### src/hw/cpuPkg.sv
package cpuPkg;

	localparam int dataWidth    = 16; // machine word
	localparam int regAddrWidth = 3;  // eight registers

	// taken from ir[15:12]
	typedef enum logic [3:0] {
		OpAdd   = 4'h0,
		OpSub   = 4'h1,
		OpAnd   = 4'h2,
		OpOr    = 4'h3,
		OpXor   = 4'h4,
		OpAddi  = 4'h5,
		OpLoad  = 4'h6,
		OpStore = 4'h7,
		OpJmp   = 4'h8,
		OpBz    = 4'h9,  // branch on zero flag
		OpCall  = 4'hA,
		OpRet   = 4'hB,
		OpHalt  = 4'hC
	} opcodeT;

	typedef enum logic [2:0] {
		AluAdd,
		AluSub,
		AluAnd,
		AluOr,
		AluXor,
		AluPassB
	} aluFuncT;

	typedef enum logic [1:0] {
		PcInc,    // pc + 1
		PcBranch, // pc + extended offset, from the alu
		PcLr,
		PcHold
	} pcSelT;

	typedef enum logic {
		Op1Rd1,
		Op1Pc
	} op1SelT;

	typedef enum logic [2:0] {
		StFetch,
		StDecode,
		StExec,
		StMem,
		StWrite,
		StHalt
	} cpuStateT;

endpackage

### src/hw/alu.sv
`timescale 1ns/1ps

module alu (
	input  logic [cpuPkg::dataWidth-1:0]  op1,
	input  logic [cpuPkg::dataWidth-1:0]  op2,
	input  cpuPkg::aluFuncT               func,
	output logic [cpuPkg::dataWidth-1:0]  result,
	output logic [3:0]                    flags  // {zero, negative, carry, overflow}
);

	logic [cpuPkg::dataWidth:0] sum; // one extra bit for carry out
	logic                       carry;
	logic                       overflow;

	always_comb begin
		sum      = '0;
		carry    = 1'b0;
		overflow = 1'b0;
		case (func)
			cpuPkg::AluAdd: begin
				sum      = {1'b0, op1} + {1'b0, op2};
				result   = sum[cpuPkg::dataWidth-1:0];
				carry    = sum[cpuPkg::dataWidth];
				// same signs in, other sign out
				overflow = (op1[cpuPkg::dataWidth-1] == op2[cpuPkg::dataWidth-1]) &&
					(result[cpuPkg::dataWidth-1] != op1[cpuPkg::dataWidth-1]);
			end
			cpuPkg::AluSub: begin
				sum      = {1'b0, op1} + {1'b0, ~op2} + 1'b1; // carry set means no borrow
				result   = sum[cpuPkg::dataWidth-1:0];
				carry    = sum[cpuPkg::dataWidth];
				overflow = (op1[cpuPkg::dataWidth-1] != op2[cpuPkg::dataWidth-1]) &&
					(result[cpuPkg::dataWidth-1] != op1[cpuPkg::dataWidth-1]);
			end
			cpuPkg::AluAnd:   result = op1 & op2;
			cpuPkg::AluOr:    result = op1 | op2;
			cpuPkg::AluXor:   result = op1 ^ op2;
			cpuPkg::AluPassB: result = op2;
			default:          result = op2;
		endcase
	end

	assign flags = {result == '0, result[cpuPkg::dataWidth-1], carry, overflow};

endmodule

### src/hw/controlUnit.sv
`timescale 1ns/1ps

module controlUnit (
	input  logic                Clock,
	input  logic                rstN,
	input  cpuPkg::opcodeT      opcode,
	input  logic                zero,
	input  logic                wbAck,
	output logic                wbCyc,
	output logic                wbStb,
	output logic                wbWe,
	output logic                halted,
	output cpuPkg::aluFuncT     aluFunc,
	output cpuPkg::pcSelT       pcSel,
	output cpuPkg::op1SelT      op1Sel,
	output logic                op2Sel,
	output logic                immLong,
	output logic                irWe,
	output logic                pcWe,
	output logic                lrWe,
	output logic                flagWe,
	output logic                regWe,
	output logic                wdSel,
	output logic                rs2Sel,
	output logic                adrSel
);

	cpuPkg::cpuStateT state, nextState;
	cpuPkg::pcSelT    execPcSel;
	logic             regOp;    // register-register alu instruction
	logic             busDone;  // ack of the cycle in flight
	logic             busNext;

	assign busDone = wbCyc && wbAck;
	assign regOp   = opcode inside {cpuPkg::OpAdd, cpuPkg::OpSub, cpuPkg::OpAnd,
		cpuPkg::OpOr, cpuPkg::OpXor};
	assign op2Sel  = regOp;
	assign rs2Sel  = (opcode == cpuPkg::OpStore);
	assign adrSel  = (state == cpuPkg::StMem);
	assign halted  = (state == cpuPkg::StHalt);

	// operand steering depends on the opcode only
	always_comb begin
		aluFunc   = cpuPkg::AluPassB;
		op1Sel    = cpuPkg::Op1Rd1;
		immLong   = 1'b0;
		execPcSel = cpuPkg::PcHold;
		case (opcode)
			cpuPkg::OpAdd: aluFunc = cpuPkg::AluAdd;
			cpuPkg::OpSub: aluFunc = cpuPkg::AluSub;
			cpuPkg::OpAnd: aluFunc = cpuPkg::AluAnd;
			cpuPkg::OpOr:  aluFunc = cpuPkg::AluOr;
			cpuPkg::OpXor: aluFunc = cpuPkg::AluXor;
			cpuPkg::OpAddi, cpuPkg::OpLoad, cpuPkg::OpStore:
				aluFunc = cpuPkg::AluAdd; // rs1 + imm5, also the memory address
			cpuPkg::OpJmp, cpuPkg::OpBz, cpuPkg::OpCall: begin
				aluFunc   = cpuPkg::AluAdd;
				op1Sel    = cpuPkg::Op1Pc;
				immLong   = 1'b1;
				execPcSel = cpuPkg::PcBranch;
			end
			cpuPkg::OpRet: execPcSel = cpuPkg::PcLr;
			default: ;
		endcase
	end

	always_comb begin
		nextState = state;
		pcSel     = cpuPkg::PcHold;
		irWe      = 1'b0;
		pcWe      = 1'b0;
		lrWe      = 1'b0;
		flagWe    = 1'b0;
		regWe     = 1'b0;
		wdSel     = 1'b0;
		case (state)
			cpuPkg::StFetch: begin
				pcSel = cpuPkg::PcInc;
				if (busDone) begin
					irWe      = 1'b1;
					pcWe      = 1'b1;
					nextState = cpuPkg::StDecode;
				end
			end
			cpuPkg::StDecode: nextState = cpuPkg::StExec;
			cpuPkg::StExec: begin
				pcSel     = execPcSel;
				nextState = cpuPkg::StFetch;
				if (regOp || opcode == cpuPkg::OpAddi) begin
					flagWe    = 1'b1;
					nextState = cpuPkg::StWrite;
				end else if (opcode == cpuPkg::OpLoad || opcode == cpuPkg::OpStore) begin
					nextState = cpuPkg::StMem;
				end else if (opcode == cpuPkg::OpHalt) begin
					nextState = cpuPkg::StHalt;
				end else if (execPcSel != cpuPkg::PcHold) begin
					pcWe = (opcode != cpuPkg::OpBz) || zero; // bz falls through on nonzero
					lrWe = (opcode == cpuPkg::OpCall);
				end
			end
			cpuPkg::StMem: begin
				if (busDone)
					nextState = (opcode == cpuPkg::OpLoad) ? cpuPkg::StWrite : cpuPkg::StFetch;
			end
			cpuPkg::StWrite: begin
				regWe     = 1'b1;
				wdSel     = (opcode == cpuPkg::OpLoad);
				nextState = cpuPkg::StFetch;
			end
			cpuPkg::StHalt: nextState = cpuPkg::StHalt;
			default: nextState = cpuPkg::StFetch;
		endcase
	end

	// bus is idle for at least one cycle after every ack
	assign busNext = (nextState == cpuPkg::StFetch || nextState == cpuPkg::StMem) && !busDone;

	always_ff @(posedge Clock) begin
		if (!rstN) begin
			state <= cpuPkg::StFetch;
			wbCyc <= 1'b0;
			wbStb <= 1'b0;
			wbWe  <= 1'b0;
		end else begin
			state <= nextState;
			wbCyc <= busNext;
			wbStb <= busNext;
			wbWe  <= busNext && nextState == cpuPkg::StMem && opcode == cpuPkg::OpStore;
		end
	end

	// a cycle in flight stays up with the same direction until its ack
	assert property (@(posedge Clock) disable iff (!rstN)
		wbCyc && !wbAck |=> wbCyc && wbStb && $stable(wbWe))
		else $error("bus cycle dropped before ack");

	// writes only come from the store's own bus cycle
	assert property (@(posedge Clock) disable iff (!rstN)
		wbWe |-> (state == cpuPkg::StMem && opcode == cpuPkg::OpStore))
		else $error("wbWe outside a store cycle");

endmodule

### src/hw/cpuTop.sv
`timescale 1ns/1ps

module cpuTop (
	input  logic                          Clock,
	input  logic                          rstN,
	output logic [cpuPkg::dataWidth-1:0]  wbAdr,
	output logic [cpuPkg::dataWidth-1:0]  wbDatO,
	input  logic [cpuPkg::dataWidth-1:0]  wbDatI,
	output logic                          wbWe,
	output logic                          wbCyc,
	output logic                          wbStb,
	input  logic                          wbAck,
	output logic                          halted,
	output logic [3:0]                    flags
);

	cpuPkg::aluFuncT aluFunc;
	cpuPkg::pcSelT   pcSel;
	cpuPkg::op1SelT  op1Sel;
	cpuPkg::opcodeT  opcode;
	logic            op2Sel, immLong, irWe, pcWe, lrWe, flagWe;
	logic            regWe, wdSel, rs2Sel, adrSel, zero;

	datapath datapath_i (
		.Clock   (Clock   ),
		.rstN    (rstN    ),
		.aluFunc (aluFunc ),
		.pcSel   (pcSel   ),
		.op1Sel  (op1Sel  ),
		.op2Sel  (op2Sel  ),
		.immLong (immLong ),
		.irWe    (irWe    ),
		.pcWe    (pcWe    ),
		.lrWe    (lrWe    ),
		.flagWe  (flagWe  ),
		.regWe   (regWe   ),
		.wdSel   (wdSel   ),
		.rs2Sel  (rs2Sel  ),
		.adrSel  (adrSel  ),
		.wbDatI  (wbDatI  ),
		.wbAdr   (wbAdr   ),
		.wbDatO  (wbDatO  ),
		.opcode  (opcode  ),
		.zero    (zero    ),
		.flags   (flags   )
	);

	controlUnit controlUnit_i (
		.Clock   (Clock   ),
		.rstN    (rstN    ),
		.opcode  (opcode  ),
		.zero    (zero    ),
		.wbAck   (wbAck   ),
		.wbCyc   (wbCyc   ),
		.wbStb   (wbStb   ),
		.wbWe    (wbWe    ),
		.halted  (halted  ),
		.aluFunc (aluFunc ),
		.pcSel   (pcSel   ),
		.op1Sel  (op1Sel  ),
		.op2Sel  (op2Sel  ),
		.immLong (immLong ),
		.irWe    (irWe    ),
		.pcWe    (pcWe    ),
		.lrWe    (lrWe    ),
		.flagWe  (flagWe  ),
		.regWe   (regWe   ),
		.wdSel   (wdSel   ),
		.rs2Sel  (rs2Sel  ),
		.adrSel  (adrSel  )
	);

endmodule

### src/hw/datapath.sv
`timescale 1ns/1ps

module datapath (
	input  logic                          Clock,
	input  logic                          rstN,
	input  cpuPkg::aluFuncT               aluFunc,
	input  cpuPkg::pcSelT                 pcSel,
	input  cpuPkg::op1SelT                op1Sel,
	input  logic                          op2Sel,   // 1 picks rd2, 0 the extended field
	input  logic                          immLong,  // 12-bit offset instead of 5-bit immediate
	input  logic                          irWe,
	input  logic                          pcWe,
	input  logic                          lrWe,
	input  logic                          flagWe,
	input  logic                          regWe,
	input  logic                          wdSel,    // 1 writes back bus data
	input  logic                          rs2Sel,   // 1 reads the store register ir[2:0]
	input  logic                          adrSel,   // 1 puts the alu result on the bus
	input  logic [cpuPkg::dataWidth-1:0]  wbDatI,
	output logic [cpuPkg::dataWidth-1:0]  wbAdr,
	output logic [cpuPkg::dataWidth-1:0]  wbDatO,
	output cpuPkg::opcodeT                opcode,
	output logic                          zero,
	output logic [3:0]                    flags
);

	logic [cpuPkg::dataWidth-1:0]    ir, pc, lr, pcIn;
	logic [cpuPkg::dataWidth-1:0]    extended, op1, op2;
	logic [cpuPkg::dataWidth-1:0]    rd1, rd2, wData, aluResult;
	logic [cpuPkg::dataWidth-1:0]    memData;
	logic [cpuPkg::regAddrWidth-1:0] rs2;
	logic [3:0]                      aluFlags;

	assign opcode = cpuPkg::opcodeT'(ir[15:12]);
	assign zero   = flags[3];

	assign extended = immLong ? {{4{ir[11]}}, ir[11:0]} : {{11{ir[10]}}, ir[10:6]};
	assign op1      = (op1Sel == cpuPkg::Op1Pc) ? pc : rd1;
	assign op2      = op2Sel ? rd2 : extended;
	assign rs2      = rs2Sel ? ir[2:0] : ir[8:6];
	assign wData    = wdSel ? memData : aluResult;

	// system bus side
	assign wbAdr  = adrSel ? aluResult : pc;
	assign wbDatO = rd2;

	always_comb begin
		case (pcSel)
			cpuPkg::PcInc:    pcIn = pc + 1'b1;
			cpuPkg::PcBranch: pcIn = aluResult; // pc already points past the branch
			cpuPkg::PcLr:     pcIn = lr;
			default:          pcIn = pc;
		endcase
	end

	always_ff @(posedge Clock) begin
		if (!rstN) begin
			ir    <= '0;
			pc    <= '0;
			lr    <= '0;
			flags <= '0;
		end else begin
			if (irWe)
				ir <= wbDatI;
			if (pcWe)
				pc <= pcIn;
			if (lrWe)
				lr <= pc; // return address, taken before the branch lands
			if (flagWe)
				flags <= aluFlags;
		end
	end

	// holds the load word from the ack cycle until StWrite
	always_ff @(posedge Clock)
		memData <= wbDatI;

	regBlock regBlock_i (
		.Clock (Clock     ),
		.rstN  (rstN      ),
		.we    (regWe     ),
		.rs1   (ir[5:3]   ),
		.rs2   (rs2       ),
		.rw    (ir[2:0]   ),
		.wData (wData     ),
		.rd1   (rd1       ),
		.rd2   (rd2       )
	);

	alu alu_i (
		.op1    (op1       ),
		.op2    (op2       ),
		.func   (aluFunc   ),
		.result (aluResult ),
		.flags  (aluFlags  )
	);

	// a fetch never overlaps a register writeback
	assert property (@(posedge Clock) disable iff (!rstN) !(irWe && regWe))
		else $error("irWe and regWe high together");

endmodule

### src/hw/regBlock.sv
`timescale 1ns/1ps

module regBlock (
	input  logic                             Clock,
	input  logic                             rstN,
	input  logic                             we,
	input  logic [cpuPkg::regAddrWidth-1:0]  rs1,
	input  logic [cpuPkg::regAddrWidth-1:0]  rs2,
	input  logic [cpuPkg::regAddrWidth-1:0]  rw,
	input  logic [cpuPkg::dataWidth-1:0]     wData,
	output logic [cpuPkg::dataWidth-1:0]     rd1,
	output logic [cpuPkg::dataWidth-1:0]     rd2
);

	logic [cpuPkg::dataWidth-1:0] regs [2**cpuPkg::regAddrWidth];

	// read ports are plain muxes
	assign rd1 = regs[rs1];
	assign rd2 = regs[rs2];

	always_ff @(posedge Clock) begin
		if (!rstN) begin
			for (int i = 0; i < 2**cpuPkg::regAddrWidth; i++)
				regs[i] <= '0;
		end else if (we) begin
			regs[rw] <= wData;
		end
	end

endmodule

### config.mk
export PLATFORM = sky130hd
export DESIGN_NAME = cpuTop
export DESIGN_NICKNAME = d
export VERILOG_FILES = /design/src/hw/cpuPkg.sv /design/src/hw/alu.sv /design/src/hw/controlUnit.sv /design/src/hw/cpuTop.sv /design/src/hw/datapath.sv /design/src/hw/regBlock.sv
export SDC_FILE = /design/constraint.sdc
export NUM_CORES = 1
export LEC_CHECK = 0
export ABC_AREA = 0
export BUFFER_PORTS_ARGS = -buffer_cell sky130_fd_sc_hd__buf_2
export CELL_PAD_IN_SITES_DETAIL_PLACEMENT = 0
export CELL_PAD_IN_SITES_GLOBAL_PLACEMENT = 1
export CORE_MARGIN = 2
export CORE_UTILIZATION = 30
export CTS_CLUSTER_DIAMETER = 100
export DETAILED_ROUTE_END_ITERATION = 12
export PLACE_DENSITY_LB_ADDON = 0.25
export SYNTH_ARGS = -nofsm -noshare
export SYNTH_HDL_FRONTEND = slang
export SYNTH_HIERARCHICAL = 1
export SYNTH_SLANG_ARGS = --single-unit
### constraint.sdc
create_clock -name Clock -period 8.4 [get_ports Clock]
set_input_delay 2.1 -clock Clock [delete_from_list [all_inputs] [get_ports Clock]]
set_output_delay 2.1 -clock Clock [all_outputs]
set_load 0.05 [all_outputs]
==> summary.md <==
| Metric | Value |
|---|---|
| Worst slew margin | `0.408` |
| Post-synthesis cell type with the largest combined area | `sky130_fd_sc_hd__edfxtp_1` |
| First element of the critical path | `datapath_i/ir[14]$_SDFFE_PN0P_` |
| Worst Hold Path Cells | `2` |
| Final critical-path required period | `between 8000 and 9000 ps` |
| Depth of the most critical reg-to-reg path | `21` |
| I/O Pins | `59` |
| Final-report setup violation count | `0` |
| Multi-input combinational cell area | `7940 um2` |
| Storage cell area | `about 5300 um2` |
| Clock slew at reported path FFs | `60 ps` |
| Max-cap violations | `0` |
| Max-slew violation count | `0` |
| Syn-to-layout area delta | `12.2%` |
| Final clock skew | `between 20 and 25 ps` |
| Insertion delay of the later-clocked pin in the worst-skew pair | `550 ps` |
| Detail-routed via count per cell | `5.57` |
| Maximum clock insertion buffer count | `3` |
| Grt total ovfl | `0` |
| Final-stage net count | `between 1000 and 1500` |
| Violation count after the first detailed-route iteration | `820` |
| Summed instance area of the synthesized netlist | `14100 um2` |
| Total of fill cells in the finished design | `~4700` |
| Post-synthesis net count | `1451` |
| Top cells by area, synth | `sky130_fd_sc_hd__edfxtp_1 27%, sky130_fd_sc_hd__mux4_1 10%, sky130_fd_sc_hd__dfxtp_1 10%` |
| Number of buffers added by the clock tree synthesis step | `25` |
| Worst voltage drop across the vdd grid | `0.000119 V` |
| Total number of yosys warnings | `6` |
| Die span in y | `221 um` |
| Cell-by-cell listing of the critical path | `or2b_1 > nor2_4 > mux2_4 > buf_12 > mux4_1 > mux2_2 > nand2_1 > o21ai_0 > inv_1 > ha_1 > or4_1 > or4_1 > a21oi_2 > nor3_1 > o21ai_1 > a21oi_1 > and2_1 > o22ai_2 > mux2_2 > buf_2` |
| Clock tree from TritonCTS | `done` |
| Fraction of final layout cells sized beyond drive strength 1 | `0.214` |
| Die outline area | `48800 um2` |
| Initial Util | `0.304` |
| Most used standard cells in the synthesized netlist | `151 x sky130_fd_sc_hd__nor3_1, 128 x sky130_fd_sc_hd__edfxtp_1, 109 x sky130_fd_sc_hd__nor2_1` |
| Via Count | `roughly 11000` |
| Post-synth cell types | `94` |
| Final hold slack | `497 ps` |
| Number of sinks handled by clock tree synthesis | `201` |
| Critical Path End | `wbAdr[15]` |
| Number of failing hold endpoints at the final stage | `0` |
| Slowest cell on crit path | `sky130_fd_sc_hd__or4_1` |
| First-pass iteration count of the detailed router | `5` |
| Sequential share of the synthesized area | `0.376` |
| Final routed DRC violation total | `0` |
| Share of synthesized registers carrying an async set or reset | `0` |
| Proportion of power drawn by flip-flops and latches | `0.330` |
| CTS H-tree depth | `1` |
| Combinational fraction of design power | `0.357` |
| Delay of the slowest cell on the worst path | `530 ps` |
| Gr usage total | `0.194` |
| Gate Count Post-Synth | `1376` |
| Switching power | `between 1 and 1.5 mW` |
| Internal power contribution | `about 2.1 mW` |
| Reg-to-reg setup timing slack | `1970 ps` |
| Area inside the core boundary | `46500 um2` |
| Mean cell area of the mapped netlist | `roughly 10 um2` |
| # port buffers | `58` |
| Worst R2R End | `datapath_i/flags[3]$_SDFFE_PN0P_` |
| Unrepaired setup endpoints after global routing | `false` |
| Relative contribution of the clock network to total power | `0.313` |
| Routed wirelength normalized by instance count | `24.1 um` |
| Global placement routability congestion | `0.882` |
| Area fraction of the dominant cell type after synthesis | `0.272` |
| First-pass GRT wire length | `72100 um` |
| Fin crit share | `0.957` |
| Core Rows | `79` |
| Slack of the critical path | `359 ps` |
| Launch instance of the worst register-to-register path | `datapath_i/ir[14]$_SDFFE_PN0P_` |
| Largest fanout on the critical path | `11` |
| Classification of the worst-slack hold path | `register to register` |
| Register bit count reported by yosys | `roughly 200` |
| Clock root buffer | `sky130_fd_sc_hd__clkbuf_16` |
| Run status | `complete, no violations` |
| Post-Route Setup TNS | `0 ps` |
| Pwr/cell area | `between 200 and 250 nW/um2` |
| Post-place setup slack | `approximately 290 ps` |
| Fraction of power spent switching nets | `0.379` |
| Number of antenna violations at the first check in global routing | `3` |
| Horizontal extent of the die | `221 um` |
| Startpoint-to-endpoint class of the critical path | `register to output pin` |
| Vias in the first global route | `11000` |
| Leakage | `5.72 nW` |
| Peak Freq | `0.124 GHz` |
| Required @ worst endpoint | `6300 ps` |
| Number of nets with antenna violations after routing | `0` |
| Total power of the final layout | `between 3 and 4 mW` |
| Detailed placement HPWL | `34600 um` |
| Most frequent cell after synthesis | `sky130_fd_sc_hd__nor3_1` |
| Count of flip-flops with a built-in enable after synthesis | `about 130` |
| Slew at the pin closest to its max-slew limit | `887 ps` |
| DRT Wirelength | `48600 um` |
| Data arrival at the endpoint of the critical path | `5940 ps` |
| Worst setup SP type | `register` |
| Element type at the critical path end | `output pin` |
| Largest net degree at the start of global routing | `69` |
| Final core area utilization | `0.341` |
| Dominant register cell in the synthesized netlist | `sky130_fd_sc_hd__edfxtp_1` |
-- placed cells by master, fill, tap and decap left out, drive strengths merged, types with 15 or more instances in the layout --
| cell type | n |
|---|---|
| a21o | 15 |
| a21oi | 75 |
| a22oi | 15 |
| buf | 115 |
| clkbuf | 30 |
| clkinv | 29 |
| dfxtp | 73 |
| edfxtp | 128 |
| ha | 54 |
| inv | 61 |
| mux2 | 86 |
| mux2i | 43 |
| mux4 | 64 |
| nand2 | 64 |
| nand3 | 23 |
| nor2 | 110 |
| nor3 | 151 |
| o21ai | 70 |
-- flip-flops by register name, summed over array words and instances (netlist names), 3 cells and up --
signal                      flops
controlUnit_i/state             3
datapath_i/ir                  16
datapath_i/memData             16
datapath_i/flags                4
datapath_i/regBlock_i/regs    128
datapath_i/lr                  16
datapath_i/pc                  16
-- worst min path at each step --
| stage | from | endpoint | slack (ps) |
|---|---|---|---|
| final | datapath_i/flags[2]$_SDFFE_PN0P_ | datapath_i/flags[2]$_SDFFE_PN0P_ | 500 |
| after global placement | datapath_i/lr[9]$_SDFFE_PN0P_ | datapath_i/lr[9]$_SDFFE_PN0P_ | 470 |
| after CTS | datapath_i/lr[13]$_SDFFE_PN0P_ | datapath_i/lr[13]$_SDFFE_PN0P_ | 500 |
| after global routing | datapath_i/lr[13]$_SDFFE_PN0P_ | datapath_i/lr[13]$_SDFFE_PN0P_ | 520 |
| after detailed placement | datapath_i/lr[9]$_SDFFE_PN0P_ | datapath_i/lr[9]$_SDFFE_PN0P_ | 490 |
| after floorplan | datapath_i/ir[11]$_SDFFE_PN0P_ | datapath_i/ir[11]$_SDFFE_PN0P_ | 460 |
-- what timing repair did --
item | CTS | global route
gates resized for setup | 3 | 9
setup endpoints to repair | 5 | 5
hold buffers | 0 | 0
setup buffers | 2 | 0
endpoints found under the hold margin | 0 | 0
-- cell type report --
type                       count  share of cell area
multi-input combinational    966               0.501
inverter                      77              0.0182
antenna                        1            0.000158
clock buffer                  30              0.0428
clock inverter                15             0.00814
timing repair buffer         115              0.0461
sequential                   201               0.335
tap                          607              0.0479
-- critical path, delay by kind of cell (launching register included) --
family	cells	cell delay, ps
mux	4	1340
flops	1	320
compound gates	5	910
fa+ha+maj	1	370
simple gates	7	1860
buf+inv	3	580
-- layer usage --
layer  GRT usage  vias to the layer above  share of wire
li1            -                     5237              -
met1       0.252                     5601           0.44
met2       0.324                      295           0.48
met3      0.0328                       80          0.052
met4      0.0684                        2          0.034
met5           0                        -        0.00027
-- power by group through the flow --
stage / Clock [mW] / Sequential [mW] / Combinational [mW]
after global placement: 0 / 1.15 / 1.21
after detailed placement: 0 / 1.15 / 1.20
after global routing: 1.13 / 1.13 / 1.32
after CTS: 1.09 / 1.13 / 1.21
final: 1.07 / 1.13 / 1.22
after floorplan: 0 / 1.13 / 0.804
-- logic make-up (layout without fill, tap and decap cells) --
logic type,count (synthesis),in the layout,share of synthesized area
compound gates,271,271,0.127
xor+xnor,8,8,0.00496
fa+ha+maj,56,56,0.0507
buf+inv,209,237,0.0683
flops,201,201,0.376
mux,193,193,0.216
other cells,0,1,0
simple gates,438,438,0.157
-- metrics by stage --
| stage | instances | cell area, um2 |
|---|---|---|
| after CTS | 2011 | 15800 |
| after floorplan | 1376 | 14100 |
| after global routing | 2012 | 15800 |
| after detailed placement | 1964 | 15000 |
| after global placement | 1964 | 15000 |
| final | 2012 | 15800 |
Power figures use the tool's default switching activity.
